==> config.mk <==
export PLATFORM = sky130hd
export DESIGN_NAME = rab_addr_path
export DESIGN_NICKNAME = d
export VERILOG_FILES = /design/src/logic/rab_cfg_pkg.sv /design/src/logic/rab_types_pkg.sv /design/src/logic/rab_stream_if.sv /design/src/logic/rab_bram.sv /design/src/logic/rab_fifo_bram.sv /design/src/logic/rab_slice_lookup.sv /design/src/logic/rab_burst_split.sv /design/src/logic/rab_addr_path.sv
export SDC_FILE = /design/constraint.sdc
export NUM_CORES = 2
export LEC_CHECK = 0
export ABC_AREA = 1
export ABC_CLOCK_PERIOD_IN_PS = 7200
export BUFFER_PORTS_ARGS = -buffer_cell sky130_fd_sc_hd__buf_2
export CAP_MARGIN = 20
export CELL_PAD_IN_SITES_DETAIL_PLACEMENT = 1
export CELL_PAD_IN_SITES_GLOBAL_PLACEMENT = 1
export CORE_UTILIZATION = 50
export CTS_CLUSTER_SIZE = 28
export DETAILED_ROUTE_END_ITERATION = 10
export PLACE_DENSITY_LB_ADDON = 0.1
export SLEW_MARGIN = 20
export SYNTH_ARGS = -nofsm -noshare
export SYNTH_HDL_FRONTEND = slang
export SYNTH_SLANG_ARGS = --single-unit
==> constraint.sdc <==
create_clock -name clk -period 7.2 [get_ports clk]
set_input_delay 1.44 -clock clk [delete_from_list [all_inputs] [get_ports clk]]
set_output_delay 1.44 -clock clk [all_outputs]
set_load 0.05 [all_outputs]
==> src/logic/rab_cfg_pkg.sv <==
`default_nettype none

package rab_cfg_pkg;

  // ----------------------------------------
  // Request field widths
  // ----------------------------------------
  localparam int ADDR_WIDTH = 32;
  localparam int ID_WIDTH   = 4;
  // Beats minus one, AXI style
  localparam int LEN_WIDTH  = 8;

  // ----------------------------------------
  // Translation table and buffering
  // ----------------------------------------
  localparam int NUM_SLICES_DEFAULT = 4;
  localparam int REQ_DEPTH_DEFAULT  = 16;
  localparam int MISS_DEPTH_DEFAULT = 8;

  // ----------------------------------------
  // Beat and page geometry
  // ----------------------------------------
  // All requests are beat aligned
  localparam int BEAT_BYTES = 8;
  // Bursts never cross this boundary on the master side
  localparam int PAGE_BYTES = 4096;
  localparam int BEAT_BITS  = $clog2(BEAT_BYTES);
  localparam int PAGE_BITS  = $clog2(PAGE_BYTES);
  localparam int PAGE_BEATS = PAGE_BYTES / BEAT_BYTES;

endpackage

`default_nettype wire

==> src/logic/rab_types_pkg.sv <==
`default_nettype none

package rab_types_pkg;

  // ----------------------------------------
  // Address request, hit side
  // ----------------------------------------
  // Address is virtual before the lookup and physical after it
  typedef struct packed {
    logic [rab_cfg_pkg::ADDR_WIDTH-1:0] addr;
    logic [rab_cfg_pkg::ID_WIDTH-1:0]   id;
    logic [rab_cfg_pkg::LEN_WIDTH-1:0]  len;
  } rab_req_t;

  // ----------------------------------------
  // Miss report
  // ----------------------------------------
  // Untranslated address as it arrived on the slave side
  typedef struct packed {
    logic [rab_cfg_pkg::ADDR_WIDTH-1:0] addr;
    logic [rab_cfg_pkg::ID_WIDTH-1:0]   id;
  } rab_miss_t;

endpackage

`default_nettype wire

==> src/logic/rab_stream_if.sv <==
`timescale 1ns/1ps
`default_nettype none

// Valid/ready stream between blocks of the address path
// Transfer on a rising edge with valid and ready both high
interface rab_stream_if #(
  parameter type payload_t = logic
) ();

  logic     valid;
  logic     ready;
  payload_t data;

  // Sending side, holds valid and data until the transfer
  modport src (
    output valid,
    output data,
    input  ready
  );

  // Receiving side
  modport dst (
    input  valid,
    input  data,
    output ready
  );

endinterface

`default_nettype wire

==> src/logic/rab_bram.sv <==
`timescale 1ns/1ps
`default_nettype none

// Simple dual-port RAM for block RAM inference
// One write port, one read port with registered output
module rab_bram #(
  parameter int  ADDR_BITS = 4,
  parameter type word_t    = logic
) (
  input  logic                 clk,
  input  logic                 we,
  input  logic [ADDR_BITS-1:0] waddr,
  input  word_t                wdata,
  input  logic [ADDR_BITS-1:0] raddr,
  output word_t                rdata
);

  localparam int WORDS = 2 ** ADDR_BITS;

  word_t mem [WORDS];

  // Write port
  always_ff @(posedge clk)
  begin
    if (we)
    begin
      mem[waddr] <= wdata;
    end
  end

  // Read port, old word returned on a same-address collision
  always_ff @(posedge clk)
  begin
    rdata <= mem[raddr];
  end

endmodule

`default_nettype wire

==> src/logic/rab_fifo_bram.sv <==
`timescale 1ns/1ps
`default_nettype none

// First-word fall-through FIFO on top of a registered-read RAM
module rab_fifo_bram #(
  parameter int  DEPTH     = 16,
  parameter type payload_t = logic
) (
  input  logic      clk,
  input  logic      rstn,
  input  logic      flush,
  rab_stream_if.dst wr,
  rab_stream_if.src rd
);

  localparam int PTR_BITS = (DEPTH > 1) ? $clog2(DEPTH) : 1;
  localparam logic [PTR_BITS-1:0] LAST_PTR = PTR_BITS'(DEPTH - 1);
  localparam logic [PTR_BITS:0]   FULL_CNT = (PTR_BITS + 1)'(DEPTH);

  // Slot written next
  logic [PTR_BITS-1:0] wr_ptr;
  // Slot currently presented on rd
  logic [PTR_BITS-1:0] rd_ptr;
  // Slot presented after this edge, fed to the RAM one cycle early
  logic [PTR_BITS-1:0] rd_ptr_bram;
  logic [PTR_BITS:0]   count;

  logic     full;
  logic     push;
  logic     pop;
  logic     collide;
  logic     bypass_sel;
  payload_t bypass_q;
  payload_t ram_rdata;

  // Wrap at DEPTH, which need not be a power of two
  function automatic logic [PTR_BITS-1:0] ptr_inc(input logic [PTR_BITS-1:0] ptr);
    return (ptr == LAST_PTR) ? '0 : ptr + 1'b1;
  endfunction

  // ----------------------------------------
  // Handshake
  // ----------------------------------------
  assign full     = (count == FULL_CNT);
  assign wr.ready = !full;
  assign rd.valid = (count != '0);
  assign push     = wr.valid && !full;
  assign pop      = rd.valid && rd.ready;

  // Look ahead so the RAM output is already on the next slot
  assign rd_ptr_bram = pop ? ptr_inc(rd_ptr) : rd_ptr;

  // Fill level, flush drops a write arriving in the same cycle too
  always_ff @(posedge clk or negedge rstn)
  begin
    if (!rstn)
    begin
      count <= '0;
    end
    else if (flush)
    begin
      count <= '0;
    end
    else if (push && !pop)
    begin
      count <= count + 1'b1;
    end
    else if (pop && !push)
    begin
      count <= count - 1'b1;
    end
  end

  always_ff @(posedge clk or negedge rstn)
  begin
    if (!rstn)
    begin
      wr_ptr <= '0;
      rd_ptr <= '0;
    end
    else if (flush)
    begin
      wr_ptr <= '0;
      rd_ptr <= '0;
    end
    else
    begin
      if (push)
      begin
        wr_ptr <= ptr_inc(wr_ptr);
      end
      rd_ptr <= rd_ptr_bram;
    end
  end

  // ----------------------------------------
  // Read-during-write bypass
  // ----------------------------------------
  // RAM returns the old word when the slot being read is written
  // Covers a write into an empty FIFO and a pop onto the newest slot
  assign collide = push && (wr_ptr == rd_ptr_bram);

  always_ff @(posedge clk or negedge rstn)
  begin
    if (!rstn)
    begin
      bypass_sel <= 1'b0;
    end
    else if (flush)
    begin
      bypass_sel <= 1'b0;
    end
    else
    begin
      // One cycle only, the RAM holds the word from then on
      bypass_sel <= collide;
    end
  end

  always_ff @(posedge clk)
  begin
    if (collide)
    begin
      bypass_q <= wr.data;
    end
  end

  assign rd.data = bypass_sel ? bypass_q : ram_rdata;

  rab_bram #(
    .ADDR_BITS ( PTR_BITS  ),
    .word_t    ( payload_t )
  ) i_bram (
    .clk   ( clk         ),
    .we    ( push        ),
    .waddr ( wr_ptr      ),
    .wdata ( wr.data     ),
    .raddr ( rd_ptr_bram ),
    .rdata ( ram_rdata   )
  );

endmodule

`default_nettype wire

==> src/logic/rab_slice_lookup.sv <==
`timescale 1ns/1ps
`default_nettype none

// Slice table lookup with one output register stage
module rab_slice_lookup #(
  parameter int NUM_SLICES = rab_cfg_pkg::NUM_SLICES_DEFAULT,
  localparam int IDX_BITS  = (NUM_SLICES > 1) ? $clog2(NUM_SLICES) : 1
) (
  input  logic                                clk,
  input  logic                                rstn,
  // Configuration write port
  input  logic                                cfg_we,
  input  logic [IDX_BITS-1:0]                 cfg_idx,
  input  logic                                cfg_en,
  input  logic [rab_cfg_pkg::ADDR_WIDTH-1:0]  cfg_first,
  input  logic [rab_cfg_pkg::ADDR_WIDTH-1:0]  cfg_last,
  input  logic [rab_cfg_pkg::ADDR_WIDTH-1:0]  cfg_phys,
  // Slave-side request
  input  logic                                in_valid,
  input  logic [rab_cfg_pkg::ADDR_WIDTH-1:0]  in_addr,
  input  logic [rab_cfg_pkg::ID_WIDTH-1:0]    in_id,
  input  logic [rab_cfg_pkg::LEN_WIDTH-1:0]   in_len,
  output logic                                in_ready,
  rab_stream_if.src                           hit,
  rab_stream_if.src                           miss
);

  localparam int AW = rab_cfg_pkg::ADDR_WIDTH;

  // Slice table
  logic          slice_en    [NUM_SLICES];
  logic [AW-1:0] slice_first [NUM_SLICES];
  logic [AW-1:0] slice_last  [NUM_SLICES];
  logic [AW-1:0] slice_phys  [NUM_SLICES];

  logic          found;
  logic [AW-1:0] sel_first;
  logic [AW-1:0] sel_phys;
  logic [AW-1:0] phys_addr;

  logic                    stage_valid;
  logic                    stage_hit;
  rab_types_pkg::rab_req_t stage_req;
  logic                    stage_take;
  logic                    accept;

  // ----------------------------------------
  // Configuration
  // ----------------------------------------
  always_ff @(posedge clk or negedge rstn)
  begin
    if (!rstn)
    begin
      for (int i = 0; i < NUM_SLICES; i++)
      begin
        slice_en[i] <= 1'b0;
      end
    end
    else if (cfg_we)
    begin
      slice_en[cfg_idx] <= cfg_en;
    end
  end

  always_ff @(posedge clk)
  begin
    if (cfg_we)
    begin
      slice_first[cfg_idx] <= cfg_first;
      slice_last[cfg_idx]  <= cfg_last;
      slice_phys[cfg_idx]  <= cfg_phys;
    end
  end

  // ----------------------------------------
  // Match, lowest enabled index wins
  // ----------------------------------------
  always_comb
  begin
    found     = 1'b0;
    sel_first = '0;
    sel_phys  = '0;
    for (int i = 0; i < NUM_SLICES; i++)
    begin
      if (!found && slice_en[i] && (in_addr >= slice_first[i]) &&
          (in_addr <= slice_last[i]))
      begin
        found     = 1'b1;
        sel_first = slice_first[i];
        sel_phys  = slice_phys[i];
      end
    end
  end

  // Base plus offset into the slice
  assign phys_addr = sel_phys + (in_addr - sel_first);

  // ----------------------------------------
  // Output stage
  // ----------------------------------------
  // Stage drains only into the stream it targets, keeping input order
  assign stage_take = stage_hit ? hit.ready : miss.ready;
  assign in_ready   = !stage_valid || stage_take;
  assign accept     = in_valid && in_ready;

  always_ff @(posedge clk or negedge rstn)
  begin
    if (!rstn)
    begin
      stage_valid <= 1'b0;
    end
    else if (accept)
    begin
      stage_valid <= 1'b1;
    end
    else if (stage_take)
    begin
      stage_valid <= 1'b0;
    end
  end

  // Misses keep the original address
  always_ff @(posedge clk)
  begin
    if (accept)
    begin
      stage_hit      <= found;
      stage_req.addr <= found ? phys_addr : in_addr;
      stage_req.id   <= in_id;
      stage_req.len  <= in_len;
    end
  end

  assign hit.valid  = stage_valid && stage_hit;
  assign hit.data   = stage_req;
  assign miss.valid = stage_valid && !stage_hit;
  assign miss.data  = rab_types_pkg::rab_miss_t'{addr: stage_req.addr, id: stage_req.id};

endmodule

`default_nettype wire

==> src/logic/rab_burst_split.sv <==
`timescale 1ns/1ps
`default_nettype none

// Cuts translated bursts at page boundaries, one piece per cycle
module rab_burst_split (
  input  logic                               clk,
  input  logic                               rstn,
  rab_stream_if.dst                          in,
  output logic                               m_valid,
  output logic [rab_cfg_pkg::ADDR_WIDTH-1:0] m_addr,
  output logic [rab_cfg_pkg::ID_WIDTH-1:0]   m_id,
  output logic [rab_cfg_pkg::LEN_WIDTH-1:0]  m_len,
  input  logic                               m_ready
);

  localparam int AW        = rab_cfg_pkg::ADDR_WIDTH;
  localparam int LW        = rab_cfg_pkg::LEN_WIDTH;
  localparam int BEAT_BITS = rab_cfg_pkg::BEAT_BITS;
  localparam int PAGE_BITS = rab_cfg_pkg::PAGE_BITS;
  localparam int OFFS_BITS = PAGE_BITS - BEAT_BITS;
  // Wide enough for a full burst and for a full page in beats
  localparam int CNT_BITS  = (LW > OFFS_BITS) ? LW + 1 : OFFS_BITS + 1;

  logic                              busy;
  logic [AW-1:0]                     cur_addr;
  logic [CNT_BITS-1:0]               beats_left;
  logic [rab_cfg_pkg::ID_WIDTH-1:0]  cur_id;

  logic [CNT_BITS-1:0] room;
  logic [CNT_BITS-1:0] piece_beats;
  logic [CNT_BITS-1:0] piece_len;
  logic [AW-1:0]       piece_bytes;
  logic                last_piece;
  logic                issue;
  logic                load;

  // ----------------------------------------
  // Current piece
  // ----------------------------------------
  // Beats until the next page boundary
  assign room = CNT_BITS'(rab_cfg_pkg::PAGE_BEATS) -
                CNT_BITS'(cur_addr[PAGE_BITS-1:BEAT_BITS]);

  assign piece_beats = (beats_left < room) ? beats_left : room;
  assign piece_len   = piece_beats - 1'b1;
  assign piece_bytes = AW'(piece_beats) << BEAT_BITS;
  assign last_piece  = (piece_beats == beats_left);

  assign m_valid = busy;
  assign m_addr  = cur_addr;
  assign m_id    = cur_id;
  assign m_len   = piece_len[LW-1:0];

  assign issue = busy && m_ready;

  // Reload on the last piece, so bursts follow without a gap
  assign in.ready = !busy || (m_ready && last_piece);
  assign load     = in.valid && in.ready;

  // ----------------------------------------
  // Burst state
  // ----------------------------------------
  always_ff @(posedge clk or negedge rstn)
  begin
    if (!rstn)
    begin
      busy <= 1'b0;
    end
    else if (load)
    begin
      busy <= 1'b1;
    end
    else if (issue && last_piece)
    begin
      busy <= 1'b0;
    end
  end

  always_ff @(posedge clk)
  begin
    if (load)
    begin
      cur_addr   <= in.data.addr;
      cur_id     <= in.data.id;
      beats_left <= CNT_BITS'(in.data.len) + 1'b1;
    end
    else if (issue)
    begin
      // Step to the start of the next page
      cur_addr   <= cur_addr + piece_bytes;
      beats_left <= beats_left - piece_beats;
    end
  end

endmodule

`default_nettype wire

==> src/logic/rab_addr_path.sv <==
`timescale 1ns/1ps
`default_nettype none

// RAB address path, lookup then request FIFO then splitter
// Misses leave through their own FIFO
module rab_addr_path #(
  parameter int NUM_SLICES = rab_cfg_pkg::NUM_SLICES_DEFAULT,
  parameter int REQ_DEPTH  = rab_cfg_pkg::REQ_DEPTH_DEFAULT,
  parameter int MISS_DEPTH = rab_cfg_pkg::MISS_DEPTH_DEFAULT,
  localparam int IDX_BITS  = (NUM_SLICES > 1) ? $clog2(NUM_SLICES) : 1
) (
  input  logic                               clk,
  input  logic                               rstn,
  input  logic                               flush,
  // Configuration
  input  logic                               cfg_we,
  input  logic [IDX_BITS-1:0]                cfg_idx,
  input  logic                               cfg_en,
  input  logic [rab_cfg_pkg::ADDR_WIDTH-1:0] cfg_first,
  input  logic [rab_cfg_pkg::ADDR_WIDTH-1:0] cfg_last,
  input  logic [rab_cfg_pkg::ADDR_WIDTH-1:0] cfg_phys,
  // Slave side
  input  logic                               in_valid,
  input  logic [rab_cfg_pkg::ADDR_WIDTH-1:0] in_addr,
  input  logic [rab_cfg_pkg::ID_WIDTH-1:0]   in_id,
  input  logic [rab_cfg_pkg::LEN_WIDTH-1:0]  in_len,
  output logic                               in_ready,
  // Master side
  output logic                               m_valid,
  output logic [rab_cfg_pkg::ADDR_WIDTH-1:0] m_addr,
  output logic [rab_cfg_pkg::ID_WIDTH-1:0]   m_id,
  output logic [rab_cfg_pkg::LEN_WIDTH-1:0]  m_len,
  input  logic                               m_ready,
  // Miss port
  output logic                               miss_valid,
  output logic [rab_cfg_pkg::ADDR_WIDTH-1:0] miss_addr,
  output logic [rab_cfg_pkg::ID_WIDTH-1:0]   miss_id,
  input  logic                               miss_ready
);

  rab_stream_if #(.payload_t(rab_types_pkg::rab_req_t))  lookup_to_req  ();
  rab_stream_if #(.payload_t(rab_types_pkg::rab_miss_t)) lookup_to_miss ();
  rab_stream_if #(.payload_t(rab_types_pkg::rab_req_t))  req_to_split   ();
  rab_stream_if #(.payload_t(rab_types_pkg::rab_miss_t)) miss_to_out    ();

  // ----------------------------------------
  // Translation
  // ----------------------------------------
  rab_slice_lookup #(
    .NUM_SLICES ( NUM_SLICES )
  ) i_lookup (
    .clk       ( clk            ),
    .rstn      ( rstn           ),
    .cfg_we    ( cfg_we         ),
    .cfg_idx   ( cfg_idx        ),
    .cfg_en    ( cfg_en         ),
    .cfg_first ( cfg_first      ),
    .cfg_last  ( cfg_last       ),
    .cfg_phys  ( cfg_phys       ),
    .in_valid  ( in_valid       ),
    .in_addr   ( in_addr        ),
    .in_id     ( in_id          ),
    .in_len    ( in_len         ),
    .in_ready  ( in_ready       ),
    .hit       ( lookup_to_req  ),
    .miss      ( lookup_to_miss )
  );

  // ----------------------------------------
  // Buffering
  // ----------------------------------------
  rab_fifo_bram #(
    .DEPTH     ( REQ_DEPTH                ),
    .payload_t ( rab_types_pkg::rab_req_t )
  ) i_req_fifo (
    .clk   ( clk           ),
    .rstn  ( rstn          ),
    .flush ( flush         ),
    .wr    ( lookup_to_req ),
    .rd    ( req_to_split  )
  );

  rab_fifo_bram #(
    .DEPTH     ( MISS_DEPTH                ),
    .payload_t ( rab_types_pkg::rab_miss_t )
  ) i_miss_fifo (
    .clk   ( clk            ),
    .rstn  ( rstn           ),
    .flush ( flush          ),
    .wr    ( lookup_to_miss ),
    .rd    ( miss_to_out    )
  );

  // ----------------------------------------
  // Master side issue
  // ----------------------------------------
  rab_burst_split i_split (
    .clk     ( clk          ),
    .rstn    ( rstn         ),
    .in      ( req_to_split ),
    .m_valid ( m_valid      ),
    .m_addr  ( m_addr       ),
    .m_id    ( m_id         ),
    .m_len   ( m_len        ),
    .m_ready ( m_ready      )
  );

  // Miss FIFO drains straight to the ports
  assign miss_valid        = miss_to_out.valid;
  assign miss_addr         = miss_to_out.data.addr;
  assign miss_id           = miss_to_out.data.id;
  assign miss_to_out.ready = miss_ready;

endmodule

`default_nettype wire

; Word-level counts from Yosys, hierarchy flattened
; Memories as Yosys holds them, arrays and structs flattened. A register that Yosys moved wholly into a read port is not among the register bits.
; Index checks and enable logic that the tools add are counted.
[classes]
n_addsub = 15
multipliers = 0
div = 0
n_lt_le_gt_ge = 11
n_eq_ne = 9
shifts = 0
n_mux = 54
bitwise = 1
n_reduce_logical = 51
[op_table]
columns = op, n
row1 = two-way mux 32 bit, 11
row2 = greater-or-equal comparator 32 bit, 4
row3 = <= comparator 32 bit, 4
row4 = two-way mux 44 bit, 1
row5 = two-way mux 36 bit, 1
row6 = two-way mux 4 bit, 9
row7 = adder 32 x 13 -> 32 bit, 1
row8 = adder 32 bit, 1
row9 = subtractor 32 bit, 1
row10 = two-way mux 10 bit, 3
row11 = logical AND 1 bit, 28
row12 = two-way mux 1 bit, 18
row13 = two-way mux 3 bit, 6
row14 = two-way mux 5 bit, 3
row15 = adder 4 x 1 -> 4 bit (second input constant), 3
row16 = equality test 4 bit (second input constant), 3
row17 = logical NOT 1 bit, 12
row18 = equality test 10 bit, 1
row19 = less-than comparator 10 bit, 1
row20 = nonzero test 2 bit, 5
row21 = subtractor 10 bit, 1
row22 = subtractor 10 x 9 -> 10 bit (first input constant), 1
row23 = adder 8 x 1 -> 9 bit (second input constant), 1
row24 = subtractor 8 x 1 -> 8 bit (second input constant), 1
row25 = other kinds (17), 21
[totals]
register_bits = 202
latch_bits = 0
ramBits = 1376
mem_bits_ro = 0
memories = 5
[memory_table]
columns = memory, words, width, read_ports, rd_ports_with_merged_regs, wr, line
row1 = i_req_fifo.i_bram.mem, 16, 44, 1, 1, 1, rab_bram.sv:20  ; word_t mem [WORDS];
row2 = i_miss_fifo.i_bram.mem, 8, 36, 1, 1, 1, rab_bram.sv:20
row3 = i_lookup.slice_first, 4, 32, 4, 0, 1, rab_slice_lookup.sv:32  ; logic [AW-1:0] slice_first [NUM_SLICES];
row4 = i_lookup.slice_last, 4, 32, 4, 0, 1, rab_slice_lookup.sv:33  ; logic [AW-1:0] slice_last [NUM_SLICES];
row5 = i_lookup.slice_phys, 4, 32, 4, 0, 1, rab_slice_lookup.sv:34  ; logic [AW-1:0] slice_phys [NUM_SLICES];

; Depth between registers and ports, before layout
; An unclocked memory read counts as a cell.
[logic_depth]
word_depth = 23
ltp_mapped = 41
depth_no_buf = 40

; Cells and area by module
; Synthesis repeated with hierarchy kept, for this count alone.
[hier_totals]
cells_unflattened = 7381
hier_area_um2 = 78051.1
[modules_own_cells]
columns = mod, n_inst, cells_each, area_per_inst_um2
row1 = rab_bram (i_req_fifo.i_bram), 1, 2903, 30942.2
row2 = rab_slice_lookup, 1, 2199, 24333.3
row3 = rab_bram (i_miss_fifo.i_bram), 1, 1297, 13281.5
row4 = rab_burst_split, 1, 564, 4204.0
row5 = rab_fifo_bram (i_req_fifo), 1, 232, 2911.5
row6 = rab_fifo_bram (i_miss_fifo), 1, 186, 2378.5

; Least setup slack after synthesis
; Ideal clock, no wire load.
[synth_path]
path_kind = input to register
startpoint = in cfg_idx[0]
endpoint = reg i_lookup.slice_en[1] in the netlist's numbering
setup_ns = 0.416
arrival_ns = 8.502
t_required_ns = 6.784
setup_slack_ns = -1.718
path_stages = 2
path_buffers = 0
path_cell_list = nor3_1 a21oi_1
[synth_via]
elab_chain_len = 6
elab_cells_between_ends = 7
cone_classes = order compare: 2 / mux: 3 / bitwise: 1 / reduce/logical: 1
[synth_rtl]
columns = item, line
row1 = "start, declared", rab_addr_path.sv:17  ; input logic [IDX_BITS-1:0] cfg_idx,
row2 = inverter 2 -> 3 bit (not written as such) *, rab_slice_lookup.sv:61  ; slice_en[cfg_idx] <= cfg_en;
row3 = greater-or-equal comparator 3 bit (not written as such) or less-than comparator 3 x 1 -> 1 bit (tied branches), rab_slice_lookup.sv:61
row4 = logical AND 1 bit (not written as such), rab_slice_lookup.sv:61
row5 = two-way mux 1 bit (not written as such), rab_slice_lookup.sv:61
row6 = demux 1 bit (select 2 bit) *, rab_slice_lookup.sv:61
row7 = bitwise mux 4 bit *, rab_slice_lookup.sv:61
row8 = "end signal, assigned by index", rab_slice_lookup.sv:61
row9 = "end, declared", rab_slice_lookup.sv:31  ; logic slice_en [NUM_SLICES];
; Mark *: on every way between the ends. The rest lies on a longest branch, timed or not.
; A chain may end at the register's enable or synchronous reset.

; Final worst setup path
[layout_path]
startpoint = in in_addr[7] in the netlist's numbering
endpoint = reg i_lookup.stage_req, in the netlist i_lookup.hit.data[42], data pin
[layout_via]
elab_chain_len = 22
elab_cells_between_ends = 37
cone_classes = add/sub: 2 / order compare: 8 / mux: 13 / reduce/logical: 14
[layout_rtl]
columns = item, line
row1 = "start, declared", rab_addr_path.sv:24  ; input logic [rab_cfg_pkg::ADDR_WIDTH-1:0] in_addr,
row2 = greater-or-equal comparator 32 bit, rab_slice_lookup.sv:85  ; if (!found && slice_en[i] && (in_addr >= slice_first[i]) &&
row3 = logical AND 1 bit (2 in series), rab_slice_lookup.sv:85
row4 = two-way mux 1 bit, rab_slice_lookup.sv:85
row5 = logical NOT 1 bit, rab_slice_lookup.sv:85
row6 = logical AND 1 bit (3 in series), rab_slice_lookup.sv:85
row7 = two-way mux 1 bit, rab_slice_lookup.sv:85
row8 = logical NOT 1 bit, rab_slice_lookup.sv:85
row9 = logical AND 1 bit (3 in series), rab_slice_lookup.sv:85
row10 = two-way mux 1 bit, rab_slice_lookup.sv:85
row11 = logical NOT 1 bit, rab_slice_lookup.sv:85
row12 = logical AND 1 bit (3 in series), rab_slice_lookup.sv:85
row13 = two-way mux 32 bit, rab_slice_lookup.sv:85
row14 = subtractor 32 bit, rab_slice_lookup.sv:96  ; assign phys_addr = sel_phys + (in_addr - sel_first);
row15 = adder 32 bit, rab_slice_lookup.sv:96
row16 = two-way mux 32 bit *, rab_slice_lookup.sv:128  ; stage_req.addr <= found ? phys_addr : in_addr;
row17 = "end, declared", rab_slice_lookup.sv:43  ; rab_types_pkg::rab_req_t stage_req;
; Marks and branches as above.

==> results.cfg <==
[grt]
antenna_found_initial = 7
overflow = 0
grt_pass1_vias = 55760
grt_pass1_wl_um = 338900
gr-usage-met1 = 0.3702
busiest_layer = met2
grt_max_degree = 192
gr-usage-met2 = 0.5320
grt_use_met3 = 0.03582
track_usage = 0.2986

[die]
start_util = 0.5060
die_x_um = 389.5
rows = 141
fp.dieH_um = 389.5
core_area_mm2 = 0.1484
dieArea_mm2 = 0.1517
pin_count = 233

[sta]
final_max_slew_viol_count = 0
fmax_mhz = 150.5
maxSlewHeadroom = 0.1992
rsz0062_at_grt = false
min_period_over_period = 0.9227
clock_skew_ns = 0.03694
max_slew.worst_pin.slew_ns = 1.201
finalCriticalPeriod_ns = 6.643
whs_ns = 0.5105
setup_violations = 0
hold_viol = 0

[detailed_routing]
wire_per_inst_um = 24.21
drc = 0
dr.first_iter.drc_count = 3634
vias_per_cell = 5.589
drtPass1Iterations = 6
ant_nets = 0
vias = 51930
drt_wl_total_um = 225000

[synth]
synth_area_leaders = edfxtp_1 62%, nand2_1 6.9%, ha_1 5.6%
synth_top_cell_area_share = 0.6188
ys_warn_count = 0
ys_types = 54
yosysTopAreaCell = edfxtp_1
yosys_register_bits = 1658
post-synth-top-count-cell = edfxtp_1
syn-instance-count = 6705
synthesis.nets = 7223
synth-edff-count = 1547
dominantRegCellSynth = edfxtp_1
synth-seq-area-share = 0.6505
syn_avg_cell_area_um2 = 11.20
synth_area_mm2 = 0.07507
synthTopCellsByCount = 1547 x edfxtp_1, 1373 x nand2_1, 1025 x inv_1
synthArstFlopShare = 0.01870

[outcome]
status = finished, final reports clean

[pwr]
power.total_mw = 33.38
p_leak_nw = 35.68
clockPowerShare = 0.271
switching_power_mw = 12.30
ir_drop_v = 0.0002878
internal-power_mw = 21.08
powerDensity_mw_per_mm2 = 387.6
comb_power_share = 0.332
pwr-share-seq = 0.397
swShare = 0.3685

[clock_network]
cts_tree = yes
clock-sinks = 1658
post-cts-setup-buffers = 0
clk_latency_ns = 0.84
cts_made_buffers = 174
clock_path_buffers = 3
cts_resized = 0
htreeDepth = 4
path_clk_slew_ns = 0.06
cts_hold_repair.buffers = 0
cts-root-buf = clkbuf_16

[critical_path]
worst_setup_path_end_kind = flip-flop
path_delay_family = simple AND/OR/NAND/NOR gates
crit_path_max_incr_delay_ns = 0.54
critPathLaunchType = primary input
worst_ep_arrival_time_ns = 7.20
critPathKind = primary input to flip-flop
path_buf_inv = 4
crit_top_cell = nand2_1
required_ns = 7.76
slowest_stage = nor2_1
cp_max_fo = 24

[layout]
nets = 7653
n_fill_cell = 15460
layout-drive-gt1-share = 0.1211
area_growth_pct = 14.73

[place]
portBuffers = 232
dp_hpwl_um = 139900
gp_congestion = 0.8727

[job]
cap_violations = 0

[min_path]
min_path_type = flip-flop to flip-flop
## worst paths after layout
path	slack [ns]	endpoint	start	depth (start not counted)
max reg2reg	0.66	i_req_fifo.bypass_q[7]$_DFFE_PP_	i_split.m_addr[3]$_DFFE_PP_	31
min reg2reg	0.51	i_lookup.slice_en[0]$_DFFE_PN0P_	i_lookup.slice_en[0]$_DFFE_PN0P_	1
max	0.56	i_lookup.hit.data[42]$_DFFE_PP_	in_addr[7]	33
min	0.51	i_lookup.slice_en[0]$_DFFE_PN0P_	i_lookup.slice_en[0]$_DFFE_PN0P_	1
max in group asynchronous	5.77	i_miss_fifo.bypass_sel$_DFF_PN0_	rstn	1
min in group asynchronous	0.75	i_split.m_valid$_DFFE_PN0P_	rstn	1
## final cells by class
class / instances / area [µm²] / share of cell area
multi-input combinational: 3753 / 21500 / 0.2497
clock inverter: 87 / 958.4 / 0.01113
tap: 2002 / 2505 / 0.02908
antenna: 4 / 10.01 / 0.0001162
timing repair buffer: 513 / 3669 / 0.04259
clock buffer: 240 / 4765 / 0.05532
sequential: 1658 / 48830 / 0.5670
inverter: 1035 / 3887 / 0.04513
## worst reg2reg max path: cells and delay by family, from the launching register on
family          cells  cell delay [ns]
simple gates       14             2.53
flops               1             0.51
xor+xnor            1             0.10
fa+ha+maj           3             0.86
buf+inv             8             1.16
compound gates      5             0.98
## cells in the final DEF, fill, tap and decap left out, drive strengths merged, types with 62 or more instances in the layout
cell	count
ha	333
a31oi	62
nor2	294
o22ai	73
o21bai	77
o21ai	270
clkbuf	240
inv	1042
nand3	671
a21oi	205
nand2	1377
edfxtp	1547
buf	513
dfxtp	80
## registers in the layout (all words and copies together), names as in the netlist, 3 cells and up
signal	cells
i_lookup.hit.data	44
i_lookup.slice_en	4
i_lookup.slice_first	128
i_lookup.slice_last	128
i_lookup.slice_phys	128
i_miss_fifo.bypass_q	36
i_miss_fifo.count	4
i_miss_fifo.i_bram.mem	288
i_miss_fifo.i_bram.rdata	36
i_miss_fifo.rd_ptr	3
i_miss_fifo.wr_ptr	3
i_req_fifo.bypass_q	44
i_req_fifo.count	5
i_req_fifo.i_bram.mem	704
i_req_fifo.i_bram.rdata	44
i_req_fifo.rd_ptr	4
i_req_fifo.wr_ptr	4
i_split.beats_left	10
i_split.m_addr	32
i_split.m_id	4
## metrics by stage
stage / cell area (µm²) / utilization / setup TNS (ns) / setup slack [ns] / instances
after global routing: 86130 / 0.5805 / 0 / 0.04955 / 9291
after global placement: 80130 / 0.5401 / -0.7324 / -0.1791 / 8948
after floorplan: 75090 / - / 0 / 0.7142 / 6705
after detailed placement: 80250 / 0.5409 / -3.288 / -0.3875 / 8953
final: 86130 / 0.5805 / 0 / 0.5567 / 9292
after CTS: 85980 / 0.5795 / 0 / 0.2100 / 9280
## power by group through the flow
stage	logic [mW]	clock network, mW	registers (mW)
after floorplan	6.75	0	13.3
after global placement	10.5	0	13.5
after detailed placement	10.9	0	13.5
after CTS	11.0	9.17	13.4
after global routing	12.2	9.49	13.3
final	11.1	9.04	13.2
## cells by family after synthesis
family | Yosys count | share of synthesized area
XOR/XNOR | 77 | 0.008984
buffers and inverters | 1294 | 0.06763
flip-flops | 1658 | 0.6505
adder cells (fa/ha/maj) | 368 | 0.06483
AND/OR/NAND/NOR | 2467 | 0.1392
multiplexers | 39 | 0.005800
AO/OA/AOI/OAI | 802 | 0.06308
## per-layer routing
metal	share of wire	wire length (µm)
met3	0.046	10380
met4	0.037	8352
met5	0.00010	23
met2	0.51	115400
met1	0.40	90840
(Power assumes the default switching activity.)
